File: config.mk
export PLATFORM = sky130hd
export DESIGN_NAME = mcu_pwr_top
export DESIGN_NICKNAME = d
export VERILOG_FILES = /design/src/verilog/mcu_pwr_pkg.sv /design/src/verilog/pwr_ctrl_if.sv /design/src/verilog/mcu_pwr_top.sv /design/src/verilog/pwr_manager.sv /design/src/verilog/pwr_domain_seq.sv /design/src/verilog/irq_vector_builder.sv
export SDC_FILE = /design/constraint.sdc
export NUM_CORES = 1
export LEC_CHECK = 0
export BUFFER_PORTS_ARGS = -buffer_cell sky130_fd_sc_hd__buf_2
export CAP_MARGIN = 20
export CORE_MARGIN = 8
export CORE_UTILIZATION = 48
export CTS_CLUSTER_SIZE = 24
export DETAILED_ROUTE_END_ITERATION = 8
export PLACE_DENSITY_LB_ADDON = 0.25
export SYNTH_ARGS = -nofsm -noshare
export SYNTH_HDL_FRONTEND = slang
export SYNTH_SLANG_ARGS = --single-unit
File: constraint.sdc
create_clock -name clk_i -period 2.2 [get_ports clk_i]
set_clock_uncertainty 0.1 [all_clocks]
set_input_delay 0.11 -clock clk_i [delete_from_list [all_inputs] [get_ports clk_i]]
set_output_delay 0.11 -clock clk_i [all_outputs]
set_load 0.01 [all_outputs]
File: src/verilog/mcu_pwr_pkg.sv
// shared definitions for the power-domain controller and the interrupt builder
// modules refer to everything here through mcu_pwr_pkg:: scoped names

`default_nettype none

package mcu_pwr_pkg;

  // memory banks with their own power switch, default for the top level
  parameter int NUM_BANKS = 9;

  // domains a command can address: the peripheral domain plus every bank
  parameter int NUM_DOMAINS_CMD = NUM_BANKS + 1;

  parameter int FAST_IRQ_W = 15;

  // 0 is the peripheral domain, k is bank k-1
  typedef logic [$clog2(NUM_DOMAINS_CMD)-1:0] dom_idx_t;

  typedef enum logic [1:0] {
    PWR_OP_OFF    = 2'd0,
    PWR_OP_ON     = 2'd1,
    PWR_OP_RETAIN = 2'd2
  } pwr_op_e;

  // stable states are ST_ON, ST_OFF and ST_RET, all others are steps
  typedef enum logic [3:0] {
    ST_ON        = 4'd0,
    ST_PD_ISO    = 4'd1,
    ST_PD_RST    = 4'd2,
    ST_PD_SW     = 4'd3,
    ST_WAIT_OFF  = 4'd4,
    ST_OFF       = 4'd5,
    ST_WAIT_ON   = 4'd6,
    ST_PU_ISO    = 4'd7,
    ST_PU_CLK    = 4'd8,
    ST_RET_ENTER = 4'd9,
    ST_RET       = 4'd10,
    ST_RET_EXIT  = 4'd11
  } pwr_state_e;

  // core interrupt word as the core sees it, MSB first
  typedef struct packed {
    logic                  rsv_31;
    logic [FAST_IRQ_W-1:0] fast;
    logic [3:0]            rsv_15_12;
    logic                  external;
    logic [2:0]            rsv_10_8;
    logic                  timer0;
    logic [2:0]            rsv_6_4;
    logic                  software;
    logic [2:0]            rsv_2_0;
  } irq_fields_t;

  typedef union packed {
    logic [31:0] word;
    irq_fields_t fields;
  } irq_word_u;

endpackage

`default_nettype wire
File: src/verilog/pwr_ctrl_if.sv
// power control bundle of one domain, all signals active low
// the sequencer drives it through seq, the pad side answers through pins

`timescale 1ns/1ps
`default_nettype none

interface pwr_ctrl_if;

  // low means switch off, isolation on, reset on, clock gated, retention on
  logic pwrgate_en_n;
  logic isogate_en_n;
  logic rst_n;
  logic clkgate_en_n;
  logic retentive_en_n;

  // follows pwrgate_en_n once the switch has settled
  logic pwrgate_ack_n;

  modport seq (
    output pwrgate_en_n,
    output isogate_en_n,
    output rst_n,
    output clkgate_en_n,
    output retentive_en_n,
    input  pwrgate_ack_n
  );

  modport pins (
    input  pwrgate_en_n,
    input  isogate_en_n,
    input  rst_n,
    input  clkgate_en_n,
    input  retentive_en_n,
    output pwrgate_ack_n
  );

endinterface

`default_nettype wire

File: src/verilog/mcu_pwr_top.sv
// top level of the power controller with every domain signal on its own pin
// instantiate with NUM_BANKS matching the number of switched memory banks

`timescale 1ns/1ps
`default_nettype none

module mcu_pwr_top #(
  parameter int NUM_BANKS = mcu_pwr_pkg::NUM_BANKS
) (
  input  logic                  clk_i,
  input  logic                  rst_n_i,
  input  logic                  debug_reset_n_i,
  input  logic                  core_sleep_i,
  input  logic [3:0]            timer_irq_i,
  input  logic                  software_irq_i,
  input  logic                  external_irq_i,
  input  logic [7:0]            gpio_ao_irq_i,
  input  logic                  spi_flash_irq_i,
  input  logic                  spi_irq_i,
  input  logic                  dma_done_irq_i,
  input  logic [31:0]           irq_mask_i,
  input  logic                  cmd_valid_i,
  input  mcu_pwr_pkg::pwr_op_e  cmd_op_i,
  input  mcu_pwr_pkg::dom_idx_t cmd_domain_i,
  output logic [31:0]           irq_o,

  output logic                  cpu_pwrgate_n_o,
  input  logic                  cpu_pwrgate_ack_n_i,
  output logic                  cpu_iso_n_o,
  output logic                  cpu_rst_n_o,
  output logic                  cpu_clkgate_n_o,

  output logic                  periph_pwrgate_n_o,
  input  logic                  periph_pwrgate_ack_n_i,
  output logic                  periph_iso_n_o,
  output logic                  periph_rst_n_o,
  output logic                  periph_clkgate_n_o,

  output logic [NUM_BANKS-1:0]  bank_pwrgate_n_o,
  input  logic [NUM_BANKS-1:0]  bank_pwrgate_ack_n_i,
  output logic [NUM_BANKS-1:0]  bank_iso_n_o,
  output logic [NUM_BANKS-1:0]  bank_rst_n_o,
  output logic [NUM_BANKS-1:0]  bank_clkgate_n_o,
  output logic [NUM_BANKS-1:0]  bank_retentive_n_o
);

  logic wake;

  pwr_ctrl_if cpu_if ();
  pwr_ctrl_if periph_if ();
  pwr_ctrl_if bank_if [NUM_BANKS] ();

  irq_vector_builder i_irq_vector_builder (
    .clk_i,
    .rst_n_i,
    .timer_irq_i,
    .software_irq_i,
    .external_irq_i,
    .gpio_ao_irq_i,
    .spi_flash_irq_i,
    .spi_irq_i,
    .dma_done_irq_i,
    .irq_mask_i,
    .irq_o,
    .wake_o(wake)
  );

  pwr_manager #(
    .NUM_BANKS(NUM_BANKS)
  ) i_pwr_manager (
    .clk_i,
    .rst_n_i,
    .debug_reset_n_i,
    .core_sleep_i,
    .wake_i     (wake),
    .cmd_valid_i,
    .cmd_op_i,
    .cmd_domain_i,
    .cpu_ctrl   (cpu_if),
    .periph_ctrl(periph_if),
    .bank_ctrl  (bank_if)
  );

  // cpu and peripheral domains have no retention pin
  assign cpu_pwrgate_n_o       = cpu_if.pwrgate_en_n;
  assign cpu_if.pwrgate_ack_n  = cpu_pwrgate_ack_n_i;
  assign cpu_iso_n_o           = cpu_if.isogate_en_n;
  assign cpu_rst_n_o           = cpu_if.rst_n;
  assign cpu_clkgate_n_o       = cpu_if.clkgate_en_n;

  assign periph_pwrgate_n_o      = periph_if.pwrgate_en_n;
  assign periph_if.pwrgate_ack_n = periph_pwrgate_ack_n_i;
  assign periph_iso_n_o          = periph_if.isogate_en_n;
  assign periph_rst_n_o          = periph_if.rst_n;
  assign periph_clkgate_n_o      = periph_if.clkgate_en_n;

  // unroll the bank bundles to one bit per bank on each pin vector
  for (genvar b = 0; b < NUM_BANKS; b++) begin : g_bank_pins
    assign bank_pwrgate_n_o[b]     = bank_if[b].pwrgate_en_n;
    assign bank_if[b].pwrgate_ack_n = bank_pwrgate_ack_n_i[b];
    assign bank_iso_n_o[b]         = bank_if[b].isogate_en_n;
    assign bank_rst_n_o[b]         = bank_if[b].rst_n;
    assign bank_clkgate_n_o[b]     = bank_if[b].clkgate_en_n;
    assign bank_retentive_n_o[b]   = bank_if[b].retentive_en_n;
  end

endmodule

`default_nettype wire

File: src/verilog/pwr_manager.sv
// turns command strobes and core sleep into per-domain power requests
// holds the sequencers of the CPU, peripheral and memory bank domains

`timescale 1ns/1ps
`default_nettype none

module pwr_manager #(
  parameter int NUM_BANKS = mcu_pwr_pkg::NUM_BANKS
) (
  input  logic                  clk_i,
  input  logic                  rst_n_i,
  input  logic                  debug_reset_n_i,
  input  logic                  core_sleep_i,
  input  logic                  wake_i,
  input  logic                  cmd_valid_i,
  input  mcu_pwr_pkg::pwr_op_e  cmd_op_i,
  input  mcu_pwr_pkg::dom_idx_t cmd_domain_i,
  pwr_ctrl_if.seq               cpu_ctrl,
  pwr_ctrl_if.seq               periph_ctrl,
  pwr_ctrl_if.seq               bank_ctrl [NUM_BANKS]
);

  logic cmd_off;
  logic cmd_on;
  logic cmd_ret;
  logic cpu_busy;

  // one entry per command index, 0 is the peripheral domain
  logic [NUM_BANKS:0] dom_sel;
  logic [NUM_BANKS:0] dom_busy;

  assign cmd_off = cmd_valid_i && (cmd_op_i == mcu_pwr_pkg::PWR_OP_OFF);
  assign cmd_on  = cmd_valid_i && (cmd_op_i == mcu_pwr_pkg::PWR_OP_ON);
  assign cmd_ret = cmd_valid_i && (cmd_op_i == mcu_pwr_pkg::PWR_OP_RETAIN);

  // indices past the last bank select nothing
  for (genvar d = 0; d <= NUM_BANKS; d++) begin : g_sel
    assign dom_sel[d] = (cmd_domain_i == mcu_pwr_pkg::dom_idx_t'(d)) && !dom_busy[d];
  end

  // cpu domain follows the core: sleep powers it down, a masked irq brings it back
  pwr_domain_seq #(
    .HAS_RETENTION(1'b0)
  ) i_cpu_seq (
    .clk_i,
    .rst_n_i,
    .debug_reset_n_i,
    .off_req_i(core_sleep_i && !wake_i && !cpu_busy),
    .on_req_i (wake_i && !cpu_busy),
    .ret_req_i(1'b0),
    .busy_o   (cpu_busy),
    .ctrl     (cpu_ctrl)
  );

  pwr_domain_seq #(
    .HAS_RETENTION(1'b0)
  ) i_periph_seq (
    .clk_i,
    .rst_n_i,
    .debug_reset_n_i,
    .off_req_i(cmd_off && dom_sel[0]),
    .on_req_i (cmd_on && dom_sel[0]),
    .ret_req_i(cmd_ret && dom_sel[0]),
    .busy_o   (dom_busy[0]),
    .ctrl     (periph_ctrl)
  );

  for (genvar b = 0; b < NUM_BANKS; b++) begin : g_bank
    pwr_domain_seq #(
      .HAS_RETENTION(1'b1)
    ) i_bank_seq (
      .clk_i,
      .rst_n_i,
      .debug_reset_n_i,
      .off_req_i(cmd_off && dom_sel[b+1]),
      .on_req_i (cmd_on && dom_sel[b+1]),
      .ret_req_i(cmd_ret && dom_sel[b+1]),
      .busy_o   (dom_busy[b+1]),
      .ctrl     (bank_ctrl[b])
    );
  end

endmodule

`default_nettype wire

File: src/verilog/pwr_domain_seq.sv
// steps one power domain through clock gate, isolation, reset and switch
// power-up waits on the switch acknowledge, banks may also enter retention

`timescale 1ns/1ps
`default_nettype none

module pwr_domain_seq #(
  parameter bit HAS_RETENTION = 1'b0
) (
  input  logic    clk_i,
  input  logic    rst_n_i,
  input  logic    debug_reset_n_i,
  input  logic    off_req_i,
  input  logic    on_req_i,
  input  logic    ret_req_i,
  output logic    busy_o,
  pwr_ctrl_if.seq ctrl
);

  mcu_pwr_pkg::pwr_state_e state_q;

  logic pwr_q;
  logic iso_q;
  logic rst_q;
  logic clk_q;
  logic ret_q;

  always_ff @(posedge clk_i) begin
    if (!rst_n_i) begin
      state_q <= mcu_pwr_pkg::ST_ON;
      pwr_q   <= 1'b1;
      iso_q   <= 1'b1;
      rst_q   <= 1'b1;
      clk_q   <= 1'b1;
      ret_q   <= 1'b1;
    end else begin
      case (state_q)
        mcu_pwr_pkg::ST_ON: begin
          // power-down wins over retention
          if (off_req_i) begin
            clk_q   <= 1'b0;
            state_q <= mcu_pwr_pkg::ST_PD_ISO;
          end else if (ret_req_i && HAS_RETENTION) begin
            clk_q   <= 1'b0;
            state_q <= mcu_pwr_pkg::ST_RET_ENTER;
          end
        end
        mcu_pwr_pkg::ST_PD_ISO: begin
          iso_q   <= 1'b0;
          state_q <= mcu_pwr_pkg::ST_PD_RST;
        end
        mcu_pwr_pkg::ST_PD_RST: begin
          rst_q   <= 1'b0;
          state_q <= mcu_pwr_pkg::ST_PD_SW;
        end
        mcu_pwr_pkg::ST_PD_SW: begin
          pwr_q   <= 1'b0;
          state_q <= mcu_pwr_pkg::ST_WAIT_OFF;
        end
        mcu_pwr_pkg::ST_WAIT_OFF: begin
          if (!ctrl.pwrgate_ack_n) begin
            state_q <= mcu_pwr_pkg::ST_OFF;
          end
        end
        mcu_pwr_pkg::ST_OFF: begin
          if (on_req_i) begin
            pwr_q   <= 1'b1;
            state_q <= mcu_pwr_pkg::ST_WAIT_ON;
          end
        end
        mcu_pwr_pkg::ST_WAIT_ON: begin
          // supply is up, release reset first
          if (ctrl.pwrgate_ack_n) begin
            rst_q   <= 1'b1;
            state_q <= mcu_pwr_pkg::ST_PU_ISO;
          end
        end
        mcu_pwr_pkg::ST_PU_ISO: begin
          iso_q   <= 1'b1;
          state_q <= mcu_pwr_pkg::ST_PU_CLK;
        end
        mcu_pwr_pkg::ST_PU_CLK: begin
          clk_q   <= 1'b1;
          state_q <= mcu_pwr_pkg::ST_ON;
        end
        mcu_pwr_pkg::ST_RET_ENTER: begin
          ret_q   <= 1'b0;
          state_q <= mcu_pwr_pkg::ST_RET;
        end
        mcu_pwr_pkg::ST_RET: begin
          if (on_req_i) begin
            ret_q   <= 1'b1;
            state_q <= mcu_pwr_pkg::ST_RET_EXIT;
          end
        end
        mcu_pwr_pkg::ST_RET_EXIT: begin
          clk_q   <= 1'b1;
          state_q <= mcu_pwr_pkg::ST_ON;
        end
        default: begin
          state_q <= mcu_pwr_pkg::ST_ON;
        end
      endcase
    end
  end

  assign busy_o = !(state_q inside {mcu_pwr_pkg::ST_ON, mcu_pwr_pkg::ST_OFF,
                                    mcu_pwr_pkg::ST_RET});

  assign ctrl.pwrgate_en_n   = pwr_q;
  assign ctrl.isogate_en_n   = iso_q;
  // debug reset forces the domain into reset in any state
  assign ctrl.rst_n          = rst_q & debug_reset_n_i;
  assign ctrl.clkgate_en_n   = clk_q;
  assign ctrl.retentive_en_n = ret_q;

  // switch may only open on a domain that is already reset and isolated
  a_pwr_order: assert property (@(posedge clk_i) disable iff (!rst_n_i)
    $fell(ctrl.pwrgate_en_n) |-> $past(!ctrl.rst_n && !ctrl.isogate_en_n))
    else $error("power switch opened before reset and isolation");

  a_no_ret: assert property (@(posedge clk_i) disable iff (!rst_n_i)
    !HAS_RETENTION |-> ctrl.retentive_en_n)
    else $error("retention entered on a domain without retention");

endmodule

`default_nettype wire

File: src/verilog/irq_vector_builder.sv
// packs the interrupt sources into the core interrupt word and registers it
// wake is the registered word masked by irq_mask_i

`timescale 1ns/1ps
`default_nettype none

module irq_vector_builder (
  input  logic        clk_i,
  input  logic        rst_n_i,
  input  logic [3:0]  timer_irq_i,
  input  logic        software_irq_i,
  input  logic        external_irq_i,
  input  logic [7:0]  gpio_ao_irq_i,
  input  logic        spi_flash_irq_i,
  input  logic        spi_irq_i,
  input  logic        dma_done_irq_i,
  input  logic [31:0] irq_mask_i,
  output logic [31:0] irq_o,
  output logic        wake_o
);

  // bits 31, 15:12, 10:8, 6:4 and 2:0 carry no source
  localparam logic [31:0] RSV_MASK = 32'h8000_F777;

  mcu_pwr_pkg::irq_word_u irq_d;
  mcu_pwr_pkg::irq_word_u irq_q;

  always_comb begin
    irq_d = '0;
    // fast lines, top bit unused
    irq_d.fields.fast = {
      1'b0,
      gpio_ao_irq_i,
      spi_flash_irq_i,
      spi_irq_i,
      dma_done_irq_i,
      timer_irq_i[3],
      timer_irq_i[2],
      timer_irq_i[1]
    };
    irq_d.fields.external = external_irq_i;
    irq_d.fields.timer0   = timer_irq_i[0];
    irq_d.fields.software = software_irq_i;
  end

  always_ff @(posedge clk_i) begin
    if (!rst_n_i) begin
      irq_q <= '0;
    end else begin
      irq_q <= irq_d;
    end
  end

  assign irq_o  = irq_q.word;
  assign wake_o = |(irq_q.word & irq_mask_i);

  // field layout must leave the reserved word bits clear
  a_rsv_zero: assert property (@(posedge clk_i) disable iff (!rst_n_i)
    (irq_o & RSV_MASK) == 32'h0)
    else $error("reserved interrupt bits set: %h", irq_o);

endmodule

`default_nettype wire

# After elaboration in Yosys (flattened, before gate mapping)
# Cells that the tools add are included.
[word_totals]
in_bits = 71
regBits = 129
word_cells = 623
[classes]
eq_ne = 187
mux = 170
bitwise = 12
n_reduce_logical = 188
[ops]
columns = ["operator", "count"]
rows = [
  ["case mux 4 bit (10 select lines)", 11],
  ["2-to-1 mux 4 bit", 64],
  ["equality test 4 x 3 -> 1 bit (second input constant)", 48],
  ["equality test 4 bit (second input constant)", 46],
  ["case mux 1 bit (2 select lines)", 53],
  ["nonzero test 2 bit", 53],
  ["equality test 4 x 2 -> 1 bit (second input constant)", 24],
  ["!= test 2 bit (second input constant)", 46],
  ["AND reduction 2 bit", 42],
  ["AND reduction 5 bit", 11],
  ["equality test 4 x 1 -> 1 bit (second input constant)", 12],
  ["zero test 4 bit", 12],
  ["logical AND 1 bit", 45],
  ["2-to-1 mux 1 bit", 42],
  ["nonzero test 3 bit", 11],
  ["AND 32 bit", 1],
  ["OR reduction 32 bit", 1],
  ["!= test 3 bit (second input constant)", 9],
  ["OR reduction 2 bit", 11],
  ["AND 1 bit", 11],
  ["equality test 2 x 1 -> 1 bit (second input constant)", 1],
  ["equality test 2 bit (second input constant)", 1],
  ["zero test 2 bit", 1],
  ["zero test 1 bit", 1],
]

# Logic depth before layout (Yosys ltp)
[logic_depth]
ltp_word = 7
ltp_mapped = 8

# By module
# A second synthesis with hierarchy kept.
[unflattened]
hier_cells = 916
area_unflattened_um2 = 7576.0
[by_module_without_submodules]
columns = ["mod", "cells_per_inst", "area_per_inst_um2", "seq_area_each_um2", "instances"]
rows = [
  ["pwr_domain_seq (i_pwr_manager.g_bank[0].i_bank_seq ...)", 69, 570.5, 180.2, 9],
  ["pwr_domain_seq (i_pwr_manager.i_cpu_seq ...)", 66, 540.5, 180.2, 2],
  ["irq_vector_builder", 62, 654.4, 340.3, 1],
  ["pwr_manager", 56, 367.9, 0.0, 1],
  ["mcu_pwr_top", 45, 337.8, 0.0, 1],
]

# Least setup slack after synthesis
# OpenSTA, ideal clock, no wires.
[synth_timing]
path_kind = "register to register"
startpoint = "reg i_pwr_manager.g_bank[2].i_bank_seq.state_q[2]"
endpoint = "reg i_pwr_manager.g_bank[2].i_bank_seq.state_q[3]"
setup_time_ns = 0.071
synth_period_minus_slack_ns = 1.931
path_stages_with_launch = 8
required_ns = 2.029
arrival_time_ns = 1.760
n_path_buf = 1
path_slack_ns = 0.269
cell_sequence = "dfxtp_1 -> clkbuf_1 -> xor2_1 -> o32ai_1 -> nand3_1 -> or4b_4 -> o21bai_1 -> a21oi_1"
[synth_via]
elab_chain_cells = 6
word_cells_on_any_way = 23
classes_between = "eq/ne: 14; mux: 2; reduce/logical: 7"
[synth_lines]
columns = ["element", "line_no", "source"]
rows = [
  ["start: declaration", "pwr_domain_seq.sv:20", "mcu_pwr_pkg::pwr_state_e state_q;"],
  ["start signal: assignment", "pwr_domain_seq.sv:30", "state_q <= mcu_pwr_pkg::ST_ON;"],
  ["start signal: assignment", "pwr_domain_seq.sv:42", "state_q <= mcu_pwr_pkg::ST_PD_ISO;"],
  ["start signal: assignment", "pwr_domain_seq.sv:45", "state_q <= mcu_pwr_pkg::ST_RET_ENTER;"],
  ["equality test 4 x 3 -> 1 bit (tied with other cells)", "pwr_domain_seq.sv:37, pwr_domain_seq.sv:107", ""],
  ["nonzero test 3 bit", "pwr_domain_seq.sv:107", "assign busy_o = !(state_q inside {mcu_pwr_pkg::ST_ON, mcu_pwr_pkg::ST_OFF,"],
  ["logical AND 1 bit", "pwr_manager.sv:38", "assign dom_sel[d] = (cmd_domain_i == mcu_pwr_pkg::dom_idx_t'(d)) && !dom_busy[d];"],
  ["logical AND 1 bit, on equally long branches", "pwr_manager.sv:75, pwr_manager.sv:76, pwr_manager.sv:77", ""],
  ["2-to-1 mux 4 bit (tied with other cells)", "pwr_domain_seq.sv:40", "if (off_req_i) begin"],
  ["case mux 4 bit (10 select lines) / AND reduction 5 bit (equally long branches)", "--", ""],
]
# Parallel ways exist; a longest one is shown, timed or not.
# A chain may end at the register's enable or synchronous reset.

# Worst setup path after layout
# Ends and elaborated chain as after synthesis.

==> summary.txt <==
Placed design
  – PortBufs: 125
  – RD Place Congestion: 0.846
  – Placed wire-length estimate after detailed placement: 11700 um

Logic synthesis
  – EDFF count, synth: 0
  – Share of the synthesized netlist area taken by xor and xnor gates: 3.21%
  – Fraction of the mapped netlist area in adder cells: 0%
  – Yosys reg bits: 114
  – Proportion of register bits with asynchronous set or reset after synthesis: 0%
  – Dominant cell type by area after synthesis: sky130_fd_sc_hd__dfxtp_1
  – Mapped Avg Cell Area: 7.70 um2
  – Share of the synthesized area in the top cell type: 34.8%
  – Sequential share of the synthesized area: 34.8%
  – Yosys Warn Count: 0
  – Post-Syn Instances: 852
  – Synthesized cell area: 6560 um2
  – Portion of netlist area occupied by mux cells: 0.458%
  – Compound-Gate Fraction of Synth Area: 23.3%
  – Top flip-flop cell by instance count after synthesis: sky130_fd_sc_hd__dfxtp_1
  – Distinct cell type count after synthesis: 72
  – Dominant cell by count in the synthesized netlist: sky130_fd_sc_hd__dfxtp_1
  – Post-synthesis simple-gate area fraction: 26.6%
  – Top area cells in the synthesized netlist: sky130_fd_sc_hd__dfxtp_1 35%, sky130_fd_sc_hd__buf_4 6.9%, sky130_fd_sc_hd__a21oi_1 4.6%
  – Most used standard cells in the synthesized netlist: 114 x sky130_fd_sc_hd__dfxtp_1, 79 x sky130_fd_sc_hd__nand2_1, 70 x sky130_fd_sc_hd__nor2_1, 62 x sky130_fd_sc_hd__clkbuf_1
  – Dominant combinational cell family by area after synthesis: simple AND/OR/NAND/NOR gates

Routing
  – Detailed-route wire length per cell: 15.1 um
  – Pre-antenna DRT Iters: 5
  – Number of violations reported at the end of detailed-routing iteration 0: 439
  – Number of remaining DRC errors: 0
  – Number of vias in the routed layout: 6182
  – Vias per cell: 5.48
  – Antenna viol nets, final: 0
  – Total routed wirelength: 17000 um

Worst setup path
  – Worst path slowest cell: sky130_fd_sc_hd__or4b_4
  – Highest cell delay on the worst timing path: 0.54 ns
  – Worst Path Buf+Inv: 0
  – Top Family by Delay on Critical Path: simple AND/OR/NAND/NOR gates
  – Kind of start point of the critical path: flip-flop
  – Required arrival time at the worst endpoint: 2.45 ns
  – CP cell instances: xor2_1 > o32ai_1 > nand3_1 > or4b_4 > o21bai_1 > a21oi_1
  – Maximum fanout count along the critical path: 9
  – Kind of critical path: flip-flop to flip-flop
  – Critical path data arrival time: 2.27 ns
  – Endpoint class of the critical path: flip-flop

Floorplan
  – Die width: 133 um
  – Initial core utilization: 49.3%
  – Die height: 133 um
  – Placeable core area: 13300 um2
  – Top-level port count: 156
  – Die area: 17700 um2
  – Standard-cell rows: 42

Pwr
  – Power density normalized to cell area: 875 nW/um2
  – Switching part of the total: 29.6%
  – Maximum vdd ir drop: 0.635 mV
  – Internal power of the cells: 0.00486 W
  – Total leakage power: 3.24 nW
  – Part of the total power dissipated in combinational logic: 20.5%
  – Sequential fraction of design power: 36.5%
  – Final Power: 0.00690 W
  – Clock share of power: 43.1%
  – Net load switching power: 0.00204 W

Flow run
  – Max-Cap Viols: 0

Finish
  – # diodes: 0
  – Layout cell share with drive strength beyond 1: 20.9%
  – Layout Area Growth over Synthesis: 20.2%
  – Fillcell total: 1215
  – Final-stage net count: 1011

Global routing
  – Number of antenna violations at the first check in global routing: 0
  – GRT Util Overall: 19.0%
  – Global routing met1 resource utilization: 22.3%
  – Pin count of the biggest net entering global routing: 53
  – Sum of overflow across all layers after global routing: 0
  – First-pass GRT wire length: 27900 um
  – Global routing met3 resource utilization: 5.75%
  – Global Route met2 Usage: 32.2%
  – Layer with the highest usage after global routing: met2
  – Number of global-route vias before repair: 5769

STA
  – RSZ-0062 raised after global routing: no
  – Number of failing setup endpoints in the final timing report: 0
  – Total Neg Setup Slack: 0 ns
  – Headroom to the max-slew limit: 64.1%
  – Final period util: 91.7%
  – Maximum achievable frequency: 0.496 GHz
  – Post-layout min period: 2.02 ns
  – Hold Vio Cnt, Final: 0
  – Transition time at the pin with the least slew margin: 0.539 ns
  – Final slew viol count: 0

Clocking
  – Buffers inserted during post-CTS setup optimization: 0
  – H-tree Lvls: 4
  – TritonCTS clock tree: done
  – Cell chosen for the clock root: sky130_fd_sc_hd__clkbuf_16
  – Worst skew pair latency: 0.42 ns
  – Number of buffers inserted during clock tree synthesis: 17
  – Clock transition at the register clock pins on the worst setup and hold paths after CTS: 0.05 ns
  – Maximum count of clock buffers along a single path: 2
  – Post-cts resize count: 0
  – CTS Sinks: 114
  – Hold buffer count at CTS: 27

Status
  – Run status: completed

Worst hold path
  – Classification of the worst-slack hold path: input pin to flip-flop
==> power groups by stage <==
stage	Combinational, W	Sequential [W]	Clock, W
2_1_floorplan	0.00118	0.00242	0
3_3_place_gp	0.00135	0.00255	0
3_5_place_dp	0.00136	0.00255	0
4_1_cts	0.00141	0.00251	0.00300
5_1_grt	0.00160	0.00255	0.00311
6_report	0.00141	0.00252	0.00297
==> sequential cells by signal, indices dropped and copies added, names as in the netlist <==
name,count
i_pwr_manager.i_cpu_seq.ctrl.pwrgate_en_n,1
i_pwr_manager.g_bank.i_bank_seq.rst_q,9
i_pwr_manager.i_cpu_seq.state_q,4
i_pwr_manager.i_periph_seq.ctrl.pwrgate_en_n,1
i_pwr_manager.g_bank.i_bank_seq.ctrl.clkgate_en_n,9
i_pwr_manager.g_bank.i_bank_seq.state_q,36
i_pwr_manager.i_cpu_seq.ctrl.clkgate_en_n,1
i_pwr_manager.i_periph_seq.rst_q,1
i_irq_vector_builder.irq_o,17
i_pwr_manager.g_bank.i_bank_seq.ctrl.retentive_en_n,9
i_pwr_manager.i_periph_seq.state_q,4
i_pwr_manager.i_periph_seq.ctrl.isogate_en_n,1
i_pwr_manager.i_cpu_seq.rst_q,1
i_pwr_manager.g_bank.i_bank_seq.ctrl.isogate_en_n,9
i_pwr_manager.i_periph_seq.ctrl.clkgate_en_n,1
i_pwr_manager.i_cpu_seq.ctrl.isogate_en_n,1
i_pwr_manager.g_bank.i_bank_seq.ctrl.pwrgate_en_n,9
==> worst min-delay path: stages <==
cell and delay [ns]:
sky130_fd_sc_hd__buf_2 0.08, sky130_fd_sc_hd__or4b_2 0.14, sky130_fd_sc_hd__o31ai_1 0.08, sky130_fd_sc_hd__o211ai_1 0.08
==> per-layer routing <==
layer	wire length [um]	share of wire (%)
met4	234	1.4
met3	952	5.6
met1	7540	44
met2	8300	49
met5	0	0
==> per-stage QoR <==
| step | instances | hold slack (ns) | instance area, um2 | worst slack, ns | utilization (%) |
|---|---|---|---|---|---|
| 2_1_floorplan | 866 | 0.137 | 6610 | 0.269 | - |
| 3_3_place_gp | 1070 | 0.215 | 6980 | 0.212 | 52.5 |
| 3_5_place_dp | 1070 | 0.218 | 6980 | 0.175 | 52.5 |
| 4_1_cts | 1129 | 0.00956 | 7880 | 0.181 | 59.3 |
| 5_1_grt | 1129 | 0.0399 | 7880 | 0.00673 | 59.3 |
| 6_report | 1129 | 0.00842 | 7880 | 0.183 | 59.3 |
==> path summary, 6_finish.rpt <==
path                                                      start                                       endpoint  slack (ns)  cells after the start
setup / recovery  i_pwr_manager.g_bank[2].i_bank_seq.state_q[2]  i_pwr_manager.g_bank[2].i_bank_seq.state_q[3]        0.18                      6
hold / removal                                  cmd_domain_i[1]                                      flip-flop       0.008                      4
setup reg to reg  i_pwr_manager.g_bank[2].i_bank_seq.state_q[2]  i_pwr_manager.g_bank[2].i_bank_seq.state_q[3]        0.18                      6
hold reg to reg    i_pwr_manager.i_periph_seq.ctrl.clkgate_en_n   i_pwr_manager.i_periph_seq.ctrl.clkgate_en_n        0.36                      1
==> area by class of cell <==
type	instances	area, um2	share of cell area (%)
Timing Repair Buffer	181	1130	14.3
Inverter	14	52.6	0.667
Sequential cell	114	2280	28.9
Clock buffer	19	453	5.75
Tap cell	176	220	2.79
Multi-Input combinational cell	612	3570	45.2
Clock inverter	13	184	2.33
==> layout by cell type (no fill, tap or decap), types with 11 or more instances in the layout <==
cell type                         n
sky130_fd_sc_hd__nor2_1          70
sky130_fd_sc_hd__o22ai_1         11
sky130_fd_sc_hd__a21oi_1         60
sky130_fd_sc_hd__clkbuf_16       17
sky130_fd_sc_hd__conb_1          15
sky130_fd_sc_hd__o211ai_1        18
sky130_fd_sc_hd__nor2b_1         23
sky130_fd_sc_hd__a31oi_1         19
sky130_fd_sc_hd__buf_4           28
sky130_fd_sc_hd__and2_1          33
sky130_fd_sc_hd__o21ai_0         58
sky130_fd_sc_hd__nand2b_1        23
sky130_fd_sc_hd__o31ai_1         14
sky130_fd_sc_hd__inv_1           13
sky130_fd_sc_hd__nor3b_1         16
sky130_fd_sc_hd__dfxtp_1        114
sky130_fd_sc_hd__nand2_1         79
sky130_fd_sc_hd__nor3_1          21
sky130_fd_sc_hd__nand3_1         14
sky130_fd_sc_hd__xor2_1          16
sky130_fd_sc_hd__and3_1          14
sky130_fd_sc_hd__buf_2          125
sky130_fd_sc_hd__dlygate4sd3_1   27
==> cell families after synthesis <==
family                    after synthesis
muxes                                   3
and+or+nand+nor                       329
DFF                                   114
xor gates and xnor gates               24
other                                   1
buffers and inverters                 140
AOI/OAI and AO/OA                     241
Note: power is estimated with default switching activity, not from simulation.
